### src/verilog/pong_cfg.svh
`ifndef PONG_CFG_SVH
`define PONG_CFG_SVH

// screen size in pixels
`define SCREEN_X 320
`define SCREEN_Y 240

// object sizes
`define BALL_SIZE 4
`define PADDLE_W 5
`define PADDLE_H 40

// register widths
`define COLOUR_W 3
`define PERIOD_W 24

// 60 frames per second at 50 MHz
`define FRAME_PERIOD_RST 833333

// reset colours
`define BG_COLOUR_RST 0
`define PADDLE_COLOUR_RST 7
`define BALL_COLOUR_RST 2

`endif

### src/verilog/pong_pkg.sv
`default_nettype none

`include "pong_cfg.svh"

package pong_pkg;

	typedef logic [8:0] coord_x_t;
	typedef logic [7:0] coord_y_t;
	typedef logic [`COLOUR_W-1:0] colour_t;
	typedef logic [`PERIOD_W-1:0] period_t;

	// one pixel on its way to the display writer
	typedef struct packed {
		coord_x_t x;
		coord_y_t y;
		colour_t colour;
	} pixel_t;

	// rectangle to fill from its top left corner
	typedef struct packed {
		coord_x_t x;
		coord_y_t y;
		coord_x_t width;
		coord_y_t height;
		colour_t colour;
	} box_req_t;

	// paddle x positions are fixed, so only y travels
	typedef struct packed {
		coord_y_t paddle1_y;
		coord_y_t paddle2_y;
		coord_x_t ball_x;
		coord_y_t ball_y;
	} obj_pos_t;

	typedef struct packed {
		period_t frame_period;
		colour_t bg_colour;
		colour_t paddle_colour;
		colour_t ball_colour;
	} render_cfg_t;

	typedef enum logic [2:0] {
		IDLE,
		BLANK,
		P1_CLEAR,
		P1_DRAW,
		P2_CLEAR,
		P2_DRAW,
		BALL_CLEAR,
		BALL_DRAW
	} draw_state_t;

endpackage

`default_nettype wire

### src/verilog/frame_timer.sv
`default_nettype none

module frame_timer (
	input logic clk,
	input logic resetn,
	input pong_pkg::period_t frame_period,
	output logic frame_tick
);
	import pong_pkg::*;

	period_t count;

	// new period is only picked up on reload
	always_ff @(posedge clk) begin
		if (!resetn) begin
			count <= frame_period - 1'b1;
			frame_tick <= 1'b0;
		end else if (count == '0) begin
			count <= frame_period - 1'b1;
			frame_tick <= 1'b1;
		end else begin
			count <= count - 1'b1;
			frame_tick <= 1'b0;
		end
	end

endmodule

`default_nettype wire

### src/verilog/render_regs.sv
`default_nettype none

`include "pong_cfg.svh"

module render_regs (
	input logic clk,
	input logic resetn,
	input logic cfg_we,
	input logic [1:0] cfg_addr,
	input logic [31:0] cfg_wdata,
	output pong_pkg::render_cfg_t cfg
);
	import pong_pkg::*;

	period_t wr_period;
	colour_t wr_colour;

	// shortest period the timer can turn around in
	assign wr_period = (cfg_wdata[`PERIOD_W-1:0] < period_t'(2)) ?
		period_t'(2) : cfg_wdata[`PERIOD_W-1:0];
	assign wr_colour = cfg_wdata[`COLOUR_W-1:0];

	always_ff @(posedge clk) begin
		if (!resetn) begin
			cfg.frame_period <= period_t'(`FRAME_PERIOD_RST);
			cfg.bg_colour <= colour_t'(`BG_COLOUR_RST);
			cfg.paddle_colour <= colour_t'(`PADDLE_COLOUR_RST);
			cfg.ball_colour <= colour_t'(`BALL_COLOUR_RST);
		end else if (cfg_we) begin
			case (cfg_addr)
				2'd0: begin
					cfg.frame_period <= wr_period;
				end
				2'd1: begin
					cfg.bg_colour <= wr_colour;
				end
				2'd2: begin
					cfg.paddle_colour <= wr_colour;
				end
				default: begin
					cfg.ball_colour <= wr_colour;
				end
			endcase
		end
	end

endmodule

`default_nettype wire

### src/verilog/render_sequencer.sv
`default_nettype none

`include "pong_cfg.svh"

module render_sequencer (
	input logic clk,
	input logic resetn,
	input logic frame_tick,
	input logic score,
	input pong_pkg::obj_pos_t objs,
	input pong_pkg::render_cfg_t cfg,
	output pong_pkg::box_req_t box,
	output logic box_valid,
	input logic box_ready
);
	import pong_pkg::*;

	localparam coord_x_t P1_X = coord_x_t'(2);
	localparam coord_x_t P2_X = coord_x_t'(`SCREEN_X - `PADDLE_W);
	localparam coord_x_t PAD_W = coord_x_t'(`PADDLE_W);
	localparam coord_y_t PAD_H = coord_y_t'(`PADDLE_H);
	localparam coord_x_t BALL_W = coord_x_t'(`BALL_SIZE);
	localparam coord_y_t BALL_H = coord_y_t'(`BALL_SIZE);

	draw_state_t state;
	draw_state_t next_state;
	obj_pos_t cur_pos;
	obj_pos_t prev_pos;
	obj_pos_t sel_pos;
	box_req_t next_box;
	logic score_pending;
	logic pending_now;
	logic started;
	logic box_done;

	assign pending_now = score_pending | score;
	assign box_done = box_valid & box_ready;

	always_comb begin
		case (state)
			IDLE: next_state = pending_now ? BLANK : P1_CLEAR;
			// the blank after reset is not part of a frame
			BLANK: next_state = started ? P1_CLEAR : IDLE;
			P1_CLEAR: next_state = P1_DRAW;
			P1_DRAW: next_state = P2_CLEAR;
			P2_CLEAR: next_state = P2_DRAW;
			P2_DRAW: next_state = BALL_CLEAR;
			BALL_CLEAR: next_state = BALL_DRAW;
			default: next_state = IDLE;
		endcase
	end

	// draw states use the new positions, clear states the old ones
	assign sel_pos = (state == P1_DRAW || state == P2_DRAW || state == BALL_DRAW) ?
		cur_pos : prev_pos;

	always_comb begin
		next_box.x = sel_pos.ball_x;
		next_box.y = sel_pos.ball_y;
		next_box.width = BALL_W;
		next_box.height = BALL_H;
		next_box.colour = cfg.bg_colour;
		case (state)
			BLANK: begin
				next_box.x = '0;
				next_box.y = '0;
				next_box.width = coord_x_t'(`SCREEN_X);
				next_box.height = coord_y_t'(`SCREEN_Y);
			end
			P1_CLEAR, P1_DRAW: begin
				next_box.x = P1_X;
				next_box.y = sel_pos.paddle1_y;
				next_box.width = PAD_W;
				next_box.height = PAD_H;
			end
			P2_CLEAR, P2_DRAW: begin
				next_box.x = P2_X;
				next_box.y = sel_pos.paddle2_y;
				next_box.width = PAD_W;
				next_box.height = PAD_H;
			end
			default: begin
			end
		endcase
		if (state == P1_DRAW || state == P2_DRAW) begin
			next_box.colour = cfg.paddle_colour;
		end else if (state == BALL_DRAW) begin
			next_box.colour = cfg.ball_colour;
		end
	end

	always_ff @(posedge clk) begin
		if (!resetn) begin
			state <= BLANK;
			box_valid <= 1'b0;
			score_pending <= 1'b0;
			started <= 1'b0;
			cur_pos <= '0;
			prev_pos <= '0;
		end else if (state == IDLE) begin
			score_pending <= pending_now & ~frame_tick;
			if (frame_tick) begin
				state <= next_state;
				started <= 1'b1;
				cur_pos <= objs;
				prev_pos <= cur_pos;
			end
		end else begin
			// ticks are dropped here, scores are kept
			score_pending <= pending_now;
			if (!box_valid) begin
				box_valid <= 1'b1;
			end else if (box_done) begin
				box_valid <= 1'b0;
				state <= next_state;
			end
		end
	end

	// request is frozen once offered
	always_ff @(posedge clk) begin
		if (state != IDLE && !box_valid) begin
			box <= next_box;
		end
	end

	a_box_hold: assert property (@(posedge clk) disable iff (!resetn)
		box_valid && !box_ready |=> box_valid && $stable(box))
		else $error("box changed while stalled");

	a_box_fits: assert property (@(posedge clk) disable iff (!resetn)
		$rose(box_valid) |->
			(int'(box.x) + int'(box.width) <= `SCREEN_X) &&
			(int'(box.y) + int'(box.height) <= `SCREEN_Y))
		else $error("box off screen x=%0d y=%0d", box.x, box.y);

endmodule

`default_nettype wire

### src/verilog/box_raster.sv
`default_nettype none

module box_raster (
	input logic clk,
	input logic resetn,
	input pong_pkg::box_req_t box,
	input logic box_valid,
	output logic box_ready,
	output pong_pkg::pixel_t pix,
	output logic pix_valid,
	input logic pix_ready
);
	import pong_pkg::*;

	box_req_t req;
	coord_x_t cnt_x;
	coord_y_t cnt_y;
	logic box_take;
	logic pix_xfer;
	logic row_end;
	logic box_end;

	// walker takes a new box only when idle
	assign box_ready = ~pix_valid;
	assign box_take = box_valid & box_ready;
	assign pix_xfer = pix_valid & pix_ready;

	assign row_end = (cnt_x == coord_x_t'(req.width - 1'b1));
	assign box_end = row_end && (cnt_y == coord_y_t'(req.height - 1'b1));

	always_ff @(posedge clk) begin
		if (!resetn) begin
			pix_valid <= 1'b0;
		end else if (box_take) begin
			pix_valid <= 1'b1;
		end else if (pix_xfer && box_end) begin
			pix_valid <= 1'b0;
		end
	end

	// counters only move on a transfer and x runs fastest
	always_ff @(posedge clk) begin
		if (box_take) begin
			req <= box;
			cnt_x <= '0;
			cnt_y <= '0;
		end else if (pix_xfer) begin
			if (row_end) begin
				cnt_x <= '0;
				cnt_y <= cnt_y + 1'b1;
			end else begin
				cnt_x <= cnt_x + 1'b1;
			end
		end
	end

	always_comb begin
		pix.x = req.x + cnt_x;
		pix.y = req.y + cnt_y;
		pix.colour = req.colour;
	end

	a_pix_hold: assert property (@(posedge clk) disable iff (!resetn)
		pix_valid && !pix_ready |=> pix_valid && $stable(pix))
		else $error("pixel changed while stalled");

endmodule

`default_nettype wire

### src/verilog/pong_render_top.sv
`default_nettype none

module pong_render_top (
	input logic clk,
	input logic resetn,
	input logic cfg_we,
	input logic [1:0] cfg_addr,
	input logic [31:0] cfg_wdata,
	input pong_pkg::obj_pos_t objs,
	input logic score,
	output pong_pkg::pixel_t pix,
	output logic pix_valid,
	input logic pix_ready
);
	import pong_pkg::*;

	render_cfg_t cfg;
	box_req_t box;
	logic box_valid;
	logic box_ready;
	logic frame_tick;

	render_regs u_regs (
		.clk(clk),
		.resetn(resetn),
		.cfg_we(cfg_we),
		.cfg_addr(cfg_addr),
		.cfg_wdata(cfg_wdata),
		.cfg(cfg)
	);

	frame_timer u_timer (
		.clk(clk),
		.resetn(resetn),
		.frame_period(cfg.frame_period),
		.frame_tick(frame_tick)
	);

	render_sequencer u_seq (
		.clk(clk),
		.resetn(resetn),
		.frame_tick(frame_tick),
		.score(score),
		.objs(objs),
		.cfg(cfg),
		.box(box),
		.box_valid(box_valid),
		.box_ready(box_ready)
	);

	box_raster u_raster (
		.clk(clk),
		.resetn(resetn),
		.box(box),
		.box_valid(box_valid),
		.box_ready(box_ready),
		.pix(pix),
		.pix_valid(pix_valid),
		.pix_ready(pix_ready)
	);

endmodule

`default_nettype wire

### config.mk
export PLATFORM = sky130hd
export DESIGN_NAME = pong_render_top
export DESIGN_NICKNAME = d
export VERILOG_FILES = /design/src/verilog/pong_pkg.sv /design/src/verilog/frame_timer.sv /design/src/verilog/render_regs.sv /design/src/verilog/render_sequencer.sv /design/src/verilog/box_raster.sv /design/src/verilog/pong_render_top.sv
export VERILOG_INCLUDE_DIRS = /design/src /design/src/verilog
export SDC_FILE = /design/constraint.sdc
export NUM_CORES = 1
export LEC_CHECK = 0
export ABC_AREA = 1
export BUFFER_PORTS_ARGS = -buffer_cell sky130_fd_sc_hd__buf_4
export CAP_MARGIN = 20
export CELL_PAD_IN_SITES_DETAIL_PLACEMENT = 1
export CELL_PAD_IN_SITES_GLOBAL_PLACEMENT = 1
export CORE_MARGIN = 5
export CORE_UTILIZATION = 44
export DETAILED_ROUTE_END_ITERATION = 8
export GPL_TIMING_DRIVEN = 0
export HOLD_SLACK_MARGIN = 0.08
export PLACE_DENSITY_LB_ADDON = 0.1
export SLEW_MARGIN = 10
export SYNTH_ARGS = -nofsm -noshare
export SYNTH_HDL_FRONTEND = slang
export SYNTH_SLANG_ARGS = --single-unit
export TNS_END_PERCENT = 1
### constraint.sdc
create_clock -name clk -period 2.5 [get_ports clk]
set_input_delay 0.5 -clock clk [delete_from_list [all_inputs] [get_ports clk]]
set_output_delay 0.5 -clock clk [all_outputs]
set_load 0.02 [all_outputs]
==> run metrics, run 1 <==
status=complete, but fails checks; failing checks=setup timing; Post-Synthesis Net Count=between 1,000 and 1,500; count of buffering cells on the critical path with inverters included=2; height of the die=between 150 and 200 um; number of CTS-inserted buffers=17; fraction of synthesis flops using an asynchronous set or reset pin=0%; critical path fanouts, max=2; critical path's largest stage delay=0.39 ns; transition at the pin with the smallest max-transition slack=1.01 ns; hold_ws=0.281 ns; CTS tree=done; syn avg cell area=just under 8 um2; core area=around 0.022 mm2; later-pin clock latency in the skew report=0.44 ns; number of buffers between clock root and the deepest sink=2; first-pass GRT wire length=44,500 um; area growth from synthesis to final layout=18.3%; x dimension of the die=roughly 160 um; Power, Total=approximately 8 mW; EDFF count, synth=50; Min-Delay Endpoint=u_seq.cur_pos[17]; grt ovf=0; path type of the worst min-delay path=input pin to flop; min cycle time layout=around 2.8 ns; count of endpoints failing hold in the final timing report=0; fmax=approximately 0.36 GHz; commonest non-fill, non-tap cell in the layout=nor2_1; Final period util=110%; data required time of the critical path=around 2.0 ns; number of DRC markers after the initial detailed-route iteration=365; launching point of the worst reg2reg path=u_raster.req[11]; placed insts=approximately 1,600; critical path arrival=2.25 ns; number of warnings issued by yosys=0; antenna violations before repair=0; layout cell share with drive strength beyond 1=15.4%; final weighted congestion of routability-driven global placement=between 0.8 and 0.9; number of placed I/O pins=93; clock tree skew after final layout=0.0151 ns; Cells after Synth=1,219; CTS Hold Buffers Added=0; clock root buffer=clkbuf_16; std cell rows=54; Worst IR Drop VDD=approximately 0.00045 V; vias in the first global route=8,665; startpoint type of the worst setup path=flop; total number of nets in the final design=1,429; setup tns final=-1.05 ns; kind of critical path=flop to output pin; IO Port Bufs=84; first-pass iteration count of the detailed router=5; Leakage Power=between 4 and 5 nW; post-synthesis cell area=between 0.009 and 0.01 mm2; Worst R2R End=u_raster.pix_valid; Largest delay share family, worst path=adder cells; Die ar.=approximately 0.025 mm2; placed wire-length estimate after detailed placement=about 21,000 um; DRC violation count after routing=0; total power divided by cell area=between 600 and 700 mW/mm2; start point of the worst min-delay path=objs[17]; number of stages on the worst hold path=3; most common flop cell mapped by yosys=dfxtp_1; final count of negative-setup-slack endpoints=8; CP cell instances=ha_4 -> inv_2 -> fa_2 -> o21ai_4 -> a21oi_2 -> o21ai_2 -> xor2_1 -> buf_4; final critical-path setup slack=-0.254 ns; Critical Path Sink Type=output pin; clock-pin slew on the worst setup and hold paths=about 0.080 ns; clock sink count=approximately 200; routed vias=around 8,500; worst setup slack for register-to-register paths=~0.17 ns; antenna-violating nets left=0; via-per-instance ratio=between 5 and 6; flip-flop and latch count after synthesis=~200; number of levels the H-tree was split into=4; final slew viol count=0; max-capacitance violation count=0; setup repair after global routing missed its margin=true; Slew HR=about a third; overall fraction of global-route tracks in use=roughly 22%; unique cell type count in the Yosys netlist=40; Initial Utilization=roughly 44%; largest net degree at the start of global routing=35; average wire per cell in the routed design=roughly 17 um; leading cell types in the layout, fill and taps excluded=nor2_1, nand2_1, o21ai_0; total routed wirelength=about 27,000 um; number of inserted diodes=0; proportion of synthesized chip area in sequential cells=46.5%; worst-path cell with the longest stage delay=edfxtp_1; count of placed standard cells in the final layout, fillers left out=between 1,500 and 2,000; R2R depth=15
==> registers in the layout, summed over array words and instances (netlist names) <==
signal,count
u_timer.frame_tick,1
u_raster.pix_valid,1
u_seq.score_pending,1
u_raster.cnt_y,8
u_raster.cnt_x,9
u_timer.count,24
u_seq.box_valid,1
u_seq.started,1
u_seq.cur_pos,33
u_raster.req,22
u_raster.pix,3
u_seq.state,3
u_seq.box,25
u_regs.cfg,33
u_seq.prev_pos,33
==> cell families after synthesis <==
group	count (synthesis)	synth area share, %
AOI/OAI and AO/OA	266	14.3
buffers and inverters	178	7.83
muxes	1	0.104
DFF	198	46.5
and+or+nand+nor	488	22.0
adders and majority gates	28	3.81
xor gates and xnor gates	60	5.48
==> per-layer routing <==
layer	global-route usage, %	vias up	share of wire, %
met2	38.0	135	48
li1	-	4230	-
met4	5.61	0	1.4
met3	2.95	30	2.5
met1	30.4	4126	48
met5	0	-	0
==> through the flow <==
stage                     setup WS (ns)  instance area, um2  util [%]
after floorplan                   0.134                9590         -
after global placement           -0.273               10600      48.9
after detailed placement        -0.0767               10600      49.0
after CTS                        -0.234               11300      52.2
after global routing             -0.339               11300      52.5
final                            -0.254               11300      52.5
==> cell type report <==
class | instances | area [um2]
Multi-Input combinational cell | 843 | 4490
Buffer | 45 | 251
Clock inverter | 12 | 105
Timing Repair Buffer | 91 | 707
Sequential cell | 198 | 4470
Inverter | 133 | 499
Fill cell | 2686 | 10300
Clock buffer | 19 | 464
Tap cell | 280 | 350
==> worst max-delay path by stage <==
stage | from | end | slack (ns) | cells past startpoint
global route | u_raster.req[22] | pix[10] | -0.34 | 10
finish | u_raster.req[20] | pix[9] | -0.25 | 8
floorplan | u_raster.cnt_y[0] | pix[9] | 0.13 | 7
detailed placement | u_raster.cnt_y[0] | pix[9] | -0.08 | 8
global placement | u_seq.state[2] | u_seq.box[20] | -0.27 | 4
CTS | u_raster.req[22] | pix[10] | -0.23 | 10
==> tightest hold or removal path, stage by stage <==
cell    delay (ns)
buf_4         0.08
nor2_1        0.03
nor2_1        0.08
==> synthesized netlist by cell type (all sizes together) (12+ instances only) <==
cell type | instances | area share (%)
inv | 132 | 5.2
xor2 | 36 | 3.3
xnor2 | 24 | 2.2
nand4 | 12 | 0.78
clkbuf | 20 | 0.78
nor2 | 218 | 9.2
nor3 | 19 | 1.1
ha | 26 | 3.4
nand2 | 175 | 7.0
buf | 25 | 1.8
edfxtp | 50 | 16
nand3 | 52 | 2.8
dfxtp | 148 | 31
o21ai | 169 | 8.8
a21oi | 80 | 4.2
==> power by group <==
group	switching [mW]	internal [mW]	total (mW)	leakage [nW]
registers	0.182	3.59	3.77	1.70
clock network	1.29	1.39	2.69	0.281
logic	0.823	0.512	1.33	2.88
total	2.30	5.50	7.80	4.86
==> repair_timing <==
action | CTS | global route
pin swaps | 7 | 9
setup endpoints to repair | 14 | 20
gates resized for setup | 26 | 11
buffers inserted | 4 | 2
No activity file was read; power rests on OpenSTA's default activity.
==> run 2, diff against run 1 <==
--- a/config.mk
+++ b/config.mk
@@ -20,5 +20,6 @@
 export SLEW_MARGIN = 10
 export SYNTH_ARGS = -nofsm -noshare
 export SYNTH_HDL_FRONTEND = slang
+export SYNTH_HIERARCHICAL = 1
 export SYNTH_SLANG_ARGS = --single-unit
 export TNS_END_PERCENT = 1
==> run metrics, run 2 <==
status=complete, but fails checks; failing checks=setup timing; compound-cell area share of the yosys netlist=between 10% and 20%; flip-flop and latch count after synthesis=210; final critical-path setup slack=-0.380 ns; average wire per cell in the routed design=approximately 16 um; DRC violation count after routing=0; count of endpoints failing hold in the final timing report=0; xor/xnor cell area share of the yosys netlist=between 4 and 5%; Commonest cells post-synth=nand2_1, nor2_1, inv_1; total number of nets in the final design=roughly 1,700; later-pin clock latency in the skew report=between 0.5 and 0.6 ns; EDFF count, synth=62; grt ovf=0; start point of the worst min-delay path=cfg_wdata[5]; Layout fillers=3,081; vias in the first global route=9,846; commonest non-fill, non-tap cell in the layout=nand2_1; R2R depth=15; data required time of the critical path=2.00 ns; Leakage Power=about 5.5 nW; area growth from synthesis to final layout=18.6%; clock sink count=210; launching point of the worst reg2reg path=u_raster/req[11]; first-pass GRT wire length=50,500 um; transition at the pin with the smallest max-transition slack=roughly 0.81 ns; antenna violations before repair=1; leading cell types in the layout, fill and taps excluded=nand2_1, nor2_1, inv_1; max-capacitance violation count=0; number of CTS-inserted buffers=24; routed vias=9,684; final slew viol count=0; most frequent cell after synthesis=nand2_1; unique cell type count in the Yosys netlist=42; placed wire-length estimate after detailed placement=about 24,000 um; x dimension of the die=167 um; core utilization of the finished layout=a little over half; worst setup slack for register-to-register paths=~0.24 ns; switching power of the nets=2.91 mW; number of levels the H-tree was split into=1; Cells after Synth=1,436; total power divided by cell area=~760 mW/mm2; mux cell area share after synthesis=0%; area share of the leading cell type in the synthesized netlist=27.5%; number of warnings issued by yosys=6; Power, Total=9.76 mW; number of DRC markers after the initial detailed-route iteration=between 400 and 500; kind of critical path=flop to output pin; overall fraction of global-route tracks in use=between 20 and 25%; Internal Dissipation=6.85 mW; post-synthesis adder-cell area fraction=roughly 2.9%; antenna-violating nets left=0; final weighted congestion of routability-driven global placement=~0.86; hold_ws=~0.22 ns; number of inserted diodes=0; Register Area=0.00483 mm2; setup tns final=-1.75 ns; height of the die=167 um; Final period util=115%; CTS tree=done; clock root buffer=clkbuf_16; via-per-instance ratio=~5.1; post-place instance area=0.0119 mm2; setup repair after global routing missed its margin=true; proportion of synthesized chip area in sequential cells=roughly 45%; first-pass iteration count of the detailed router=7; Min-Delay Endpoint=u_regs/cfg[14]; multi-input logic area=between 0.005 and 0.006 mm2; total routed wirelength=30,900 um; min cycle time layout=between 2 and 3 ns; number of stages on the worst hold path=3; register name with the most flops=u_raster/req; post-synthesis cell area=roughly 0.011 mm2; post-route design area=0.0128 mm2; fraction of synthesis flops using an asynchronous set or reset pin=0%; dominant cells by area after synthesis=dfxtp_1, edfxtp_1, nand2_1, nor2_1, nand3_1; simple-gate area share of the yosys netlist=27.2%; most common flop cell mapped by yosys=dfxtp_1; largest net degree at the start of global routing=24; Die ar.=around 0.028 mm2; startpoint type of the worst setup path=flop; layout cell share with drive strength beyond 1=between 10 and 15%; critical path fanouts, max=2; clock-pin slew on the worst setup and hold paths=about 0.060 ns; Critical Path Sink Type=output pin; Worst R2R End=u_raster/cnt_y[4]; Logic pwr share=20.1%; main combinational cell family by area after synthesis=simple AND/OR/NAND/NOR gates; core area=0.0242 mm2; clock tree skew after final layout=roughly 0.009 ns; part of the power in the clock network=36.3%; number of placed I/O pins=just over 90; IO Port Bufs=84; Worst IR Drop VDD=0.000499 V; final count of negative-setup-slack endpoints=8; critical path arrival=approximately 2.4 ns; Slew HR=45.7%; Switching Fraction=29.8%; post-synthesis cell type with the largest combined area=dfxtp_1; syn avg cell area=about 7.5 um2; number of flip-flops under the largest register name=34; path type of the worst min-delay path=input pin to flop; Reg power frac=about 44%; fmax=approximately 0.35 GHz; std cell rows=between 50 and 60; Initial Utilization=about 44%; number of buffers between clock root and the deepest sink=3
-- run 2: cell count changes after synthesis, moves of 9 or more --
cell,previous run,this run
nand2_1,171,322
nand3_1,50,126
o21ai_0,150,94
inv_1,124,168
nor2_1,207,175
a21oi_1,80,104
edfxtp_1,50,62
nor3_1,16,4
buf_2,12,22
o21ai_1,19,10
-- run 2: timing repair --
| item | in CTS | in global routing |
|---|---|---|
| pin swaps | 6 | 1 |
| buffers inserted | 2 | 0 |
| hold buffers | 0 | 0 |
| endpoints found under the setup margin | 10 | 10 |
| resized for setup | 20 | 7 |
-- run 2: worst max path at each step --
stage                                  from       endpoint  slack [ns]  cells after the start
after detailed placement  u_raster/cnt_x[0]        pix[19]       -0.21                     13
after global routing       u_raster/req[22]        pix[10]       -0.53                     10
after floorplan           u_raster/cnt_x[0]        pix[19]        0.01                     12
after global placement       u_seq/state[2]  u_seq/box[20]       -0.47                      5
final                      u_raster/req[28]        pix[19]       -0.38                     13
after CTS                  u_raster/req[28]        pix[19]       -0.42                     13
-- run 2: kinds of logic after synthesis --
group           Yosys count
fa+ha+maj                24
flops                   210
compound gates          224
other cells               1
xor+xnor                 57
buf+inv                 236
simple gates            684
-- run 2: worst max-delay path, cell delays in order (launching register included) --
cell and delay (ns):
edfxtp_1 0.38, ha_2 0.21, inv_2 0.04, fa_2 0.35
o21ai_2 0.15, nand2_1 0.07, nand2_1 0.06, nand2_1 0.06
nand2_2 0.07, nand2_1 0.05, nand2_1 0.07, a21oi_2 0.06
xor2_1 0.14, buf_4 0.17
-- run 2: stage by stage --
stage,instances,worst slack (ns)
2_1_floorplan,1442,0.00951
3_3_place_gp,1850,-0.475
3_5_place_dp,1852,-0.214
4_1_cts,1898,-0.424
5_1_grt,1898,-0.530
6_report,1898,-0.380
-- run 2: metal layers --
metal / global-route usage [%] / part of all wire, % / wire length, um / up-vias
met5: 0 / 0 / 0 / -
met4: 4.06 / 1.4 / 427 / 0
met3: 2.23 / 3.2 / 1000 / 29
met2: 36.4 / 46 / 14300 / 146
met1: 31.2 / 49 / 15200 / 4651
li1: - / - / - / 4858
-- run 2: power groups by stage --
stage / combinational (mW) / sequential (mW) / clock [mW]
after floorplan: 1.25 / 4.21 / 0
after global placement: 1.81 / 4.30 / 0
after detailed placement: 1.91 / 4.32 / 0
after CTS: 1.96 / 4.26 / 3.64
after global routing: 2.18 / 4.30 / 3.79
final: 1.96 / 4.26 / 3.54
-- run 2: final cells by class --
| type | count | area share (%) |
|---|---|---|
| buffer | 59 | 2.65 |
| clock buffer | 31 | 5.07 |
| clock inverter | 13 | 1.14 |
| inverter | 177 | 5.25 |
| multi-input combinational | 996 | 39.6 |
| sequential | 210 | 37.8 |
| tap | 324 | 3.17 |
| timing repair buffer | 88 | 5.35 |
==> run 3, diff against run 2 <==
--- a/config.mk
+++ b/config.mk
@@ -7,7 +7,7 @@
 export NUM_CORES = 1
 export LEC_CHECK = 0
 export ABC_AREA = 1
-export BUFFER_PORTS_ARGS = -buffer_cell sky130_fd_sc_hd__buf_4
+export BUFFER_PORTS_ARGS = -buffer_cell sky130_fd_sc_hd__clkbuf_2
 export CAP_MARGIN = 20
 export CELL_PAD_IN_SITES_DETAIL_PLACEMENT = 1
 export CELL_PAD_IN_SITES_GLOBAL_PLACEMENT = 1
@@ -20,6 +20,5 @@
 export SLEW_MARGIN = 10
 export SYNTH_ARGS = -nofsm -noshare
 export SYNTH_HDL_FRONTEND = slang
-export SYNTH_HIERARCHICAL = 1
 export SYNTH_SLANG_ARGS = --single-unit
 export TNS_END_PERCENT = 1
==> run metrics, run 3 (synthesis results as in run 1) <==
start point of the worst min-delay path=objs[19]; Register Area=0.00447 mm2; first-pass iteration count of the detailed router=4; number of CTS-inserted buffers=17; overall fraction of global-route tracks in use=21.9%; later-pin clock latency in the skew report=approximately 0.44 ns; biggest registers after layout=u_regs.cfg (33), u_seq.cur_pos (33), u_seq.prev_pos (33); area growth from synthesis to final layout=16.1%; Initial Utilization=44.4%; Layout fillers=roughly 2,700; DRC violation count after routing=0; count of endpoints failing hold in the final timing report=0; status=complete, but fails checks; launching point of the worst reg2reg path=u_raster.req[11]; total number of nets in the final design=around 1,400; CTS tree=done; Final period util=107%; failing checks=setup timing; number of buffers between clock root and the deepest sink=2; startpoint type of the worst setup path=flop; critical path fanouts, max=4; final weighted congestion of routability-driven global placement=~0.85; leading cell types in the layout, fill and taps excluded=nor2_1, nand2_1, o21ai_0; std cell rows=54; hold_ws=0.277 ns; highest routed metal layer=met4; number of DRC markers after the initial detailed-route iteration=roughly 340; max-capacitance violation count=0; kind of critical path=flop to output pin; final count of negative-setup-slack endpoints=7; Slew HR=between 30% and 40%; average wire per cell in the routed design=around 16 um; min cycle time layout=2.67 ns; path type of the worst min-delay path=input pin to flop; Die ar.=~0.025 mm2; height of the die=about 160 um; Min-Delay Endpoint=u_seq.cur_pos[19]; multi-input logic area=0.00447 mm2; detailed route wirelength on metal2=12,700 um; placed wire-length estimate after detailed placement=20,400 um; final slew viol count=0; clock root buffer=clkbuf_16; clock sink count=approximately 200; vias in the first global route=between 8,000 and 9,000; Worst R2R End=u_raster.pix_valid; via-per-instance ratio=approximately 5.1; wire length on met3=between 500 and 600 um; Leakage Power=between 4 and 5 nW; x dimension of the die=about 160 um; antenna-violating nets left=0; total routed wirelength=~27,000 um; core area=between 0.02 and 0.025 mm2; wire length the detailed router placed on met1=between 10,000 and 15,000 um; antenna violations before repair=0; number of levels the H-tree was split into=4; Critical Path Sink Type=output pin; transition at the pin with the smallest max-transition slack=0.993 ns; core utilization of the finished layout=around half; R2R depth=13; worst setup slack for register-to-register paths=~0.17 ns; Worst IR Drop VDD=0.000492 V; commonest non-fill, non-tap cell in the layout=nor2_1; clock-pin slew on the worst setup and hold paths=about 0.08 ns; number of placed I/O pins=93; layout cell share with drive strength beyond 1=between 10% and 20%; data required time of the critical path=2.00 ns; critical path arrival=2.17 ns; number of stages on the worst hold path=3; Worst Setup Slack post-DPL=-0.120 ns; first-pass GRT wire length=43,400 um; setup repair after global routing missed its margin=true; largest net degree at the start of global routing=35; total power divided by cell area=between 600 and 700 mW/mm2; IO Port Bufs=84; fmax=~0.37 GHz; clock tree skew after final layout=~0.011 ns; routed vias=between 8,000 and 9,000; final critical-path setup slack=-0.172 ns; grt ovf=0; setup tns final=-0.769 ns
==> run 3: worst max path at each step <==
stage | startpoint | end | depth (start not counted)
floorplan | u_raster.cnt_y[0] | pix[9] | 7
global placement | u_seq.state[2] | u_seq.box[21] | 4
detailed placement | u_raster.cnt_y[0] | pix[9] | 8
CTS | u_raster.req[28] | pix[17] | 8
global route | u_raster.req[28] | pix[19] | 11
finish | u_raster.cnt_y[0] | pix[9] | 8
==> run 3: timing repair <==
item                                    in CTS  in global routing
resized for setup                           24                 23
endpoints found under the hold margin        0                  0
hold buffers                                 0                  0
pin swaps                                    5                  3
buffers inserted                             5                  2
endpoints found under the setup margin       9                 22
==> run 3: power breakdown <==
group	switching [mW]	leakage (nW)	internal (mW)	total, mW
clock network	1.30	0.278	1.37	2.67
registers	0.176	1.70	3.59	3.77
logic	0.806	2.83	0.461	1.27
total	2.28	4.82	5.42	7.70
==> run 3: through the flow <==
stage / cell area (um2) / instances / power (mW)
5_1_grt: 11100 / 1622 / 8.07
4_1_cts: 11100 / 1620 / 7.74
2_1_floorplan: 9590 / 1219 / 4.59
3_3_place_gp: 10400 / 1583 / 4.96
6_report: 11100 / 1623 / 7.70
3_5_place_dp: 10400 / 1584 / 5.04
==> run 3: worst max-delay path: stages, from the launching register on <==
cell	delay (ns)
dfxtp_4	0.38
ha_1	0.18
inv_1	0.06
fa_2	0.36
o21ai_2	0.15
a21oi_1	0.09
o21ai_1	0.15
xor2_1	0.18
buf_4	0.17
==> run 3: cell type report <==
class / count / area share (%)
multi-input combinational: 843 / 40.1
tap: 280 / 3.15
timing repair buffer: 92 / 4.72
clock buffer: 19 / 4.08
clock inverter: 12 / 0.978
buffer: 45 / 2.26
sequential: 198 / 40.2
inverter: 133 / 4.48
antenna: 1 / 0.0225
==> run 3: routing by layer <==
metal	up-vias	GRT usage, %
met4	0	6.27
met2	98	36.2
met3	25	2.43
met5	-	0
met1	4001	30.4
li1	4220	-
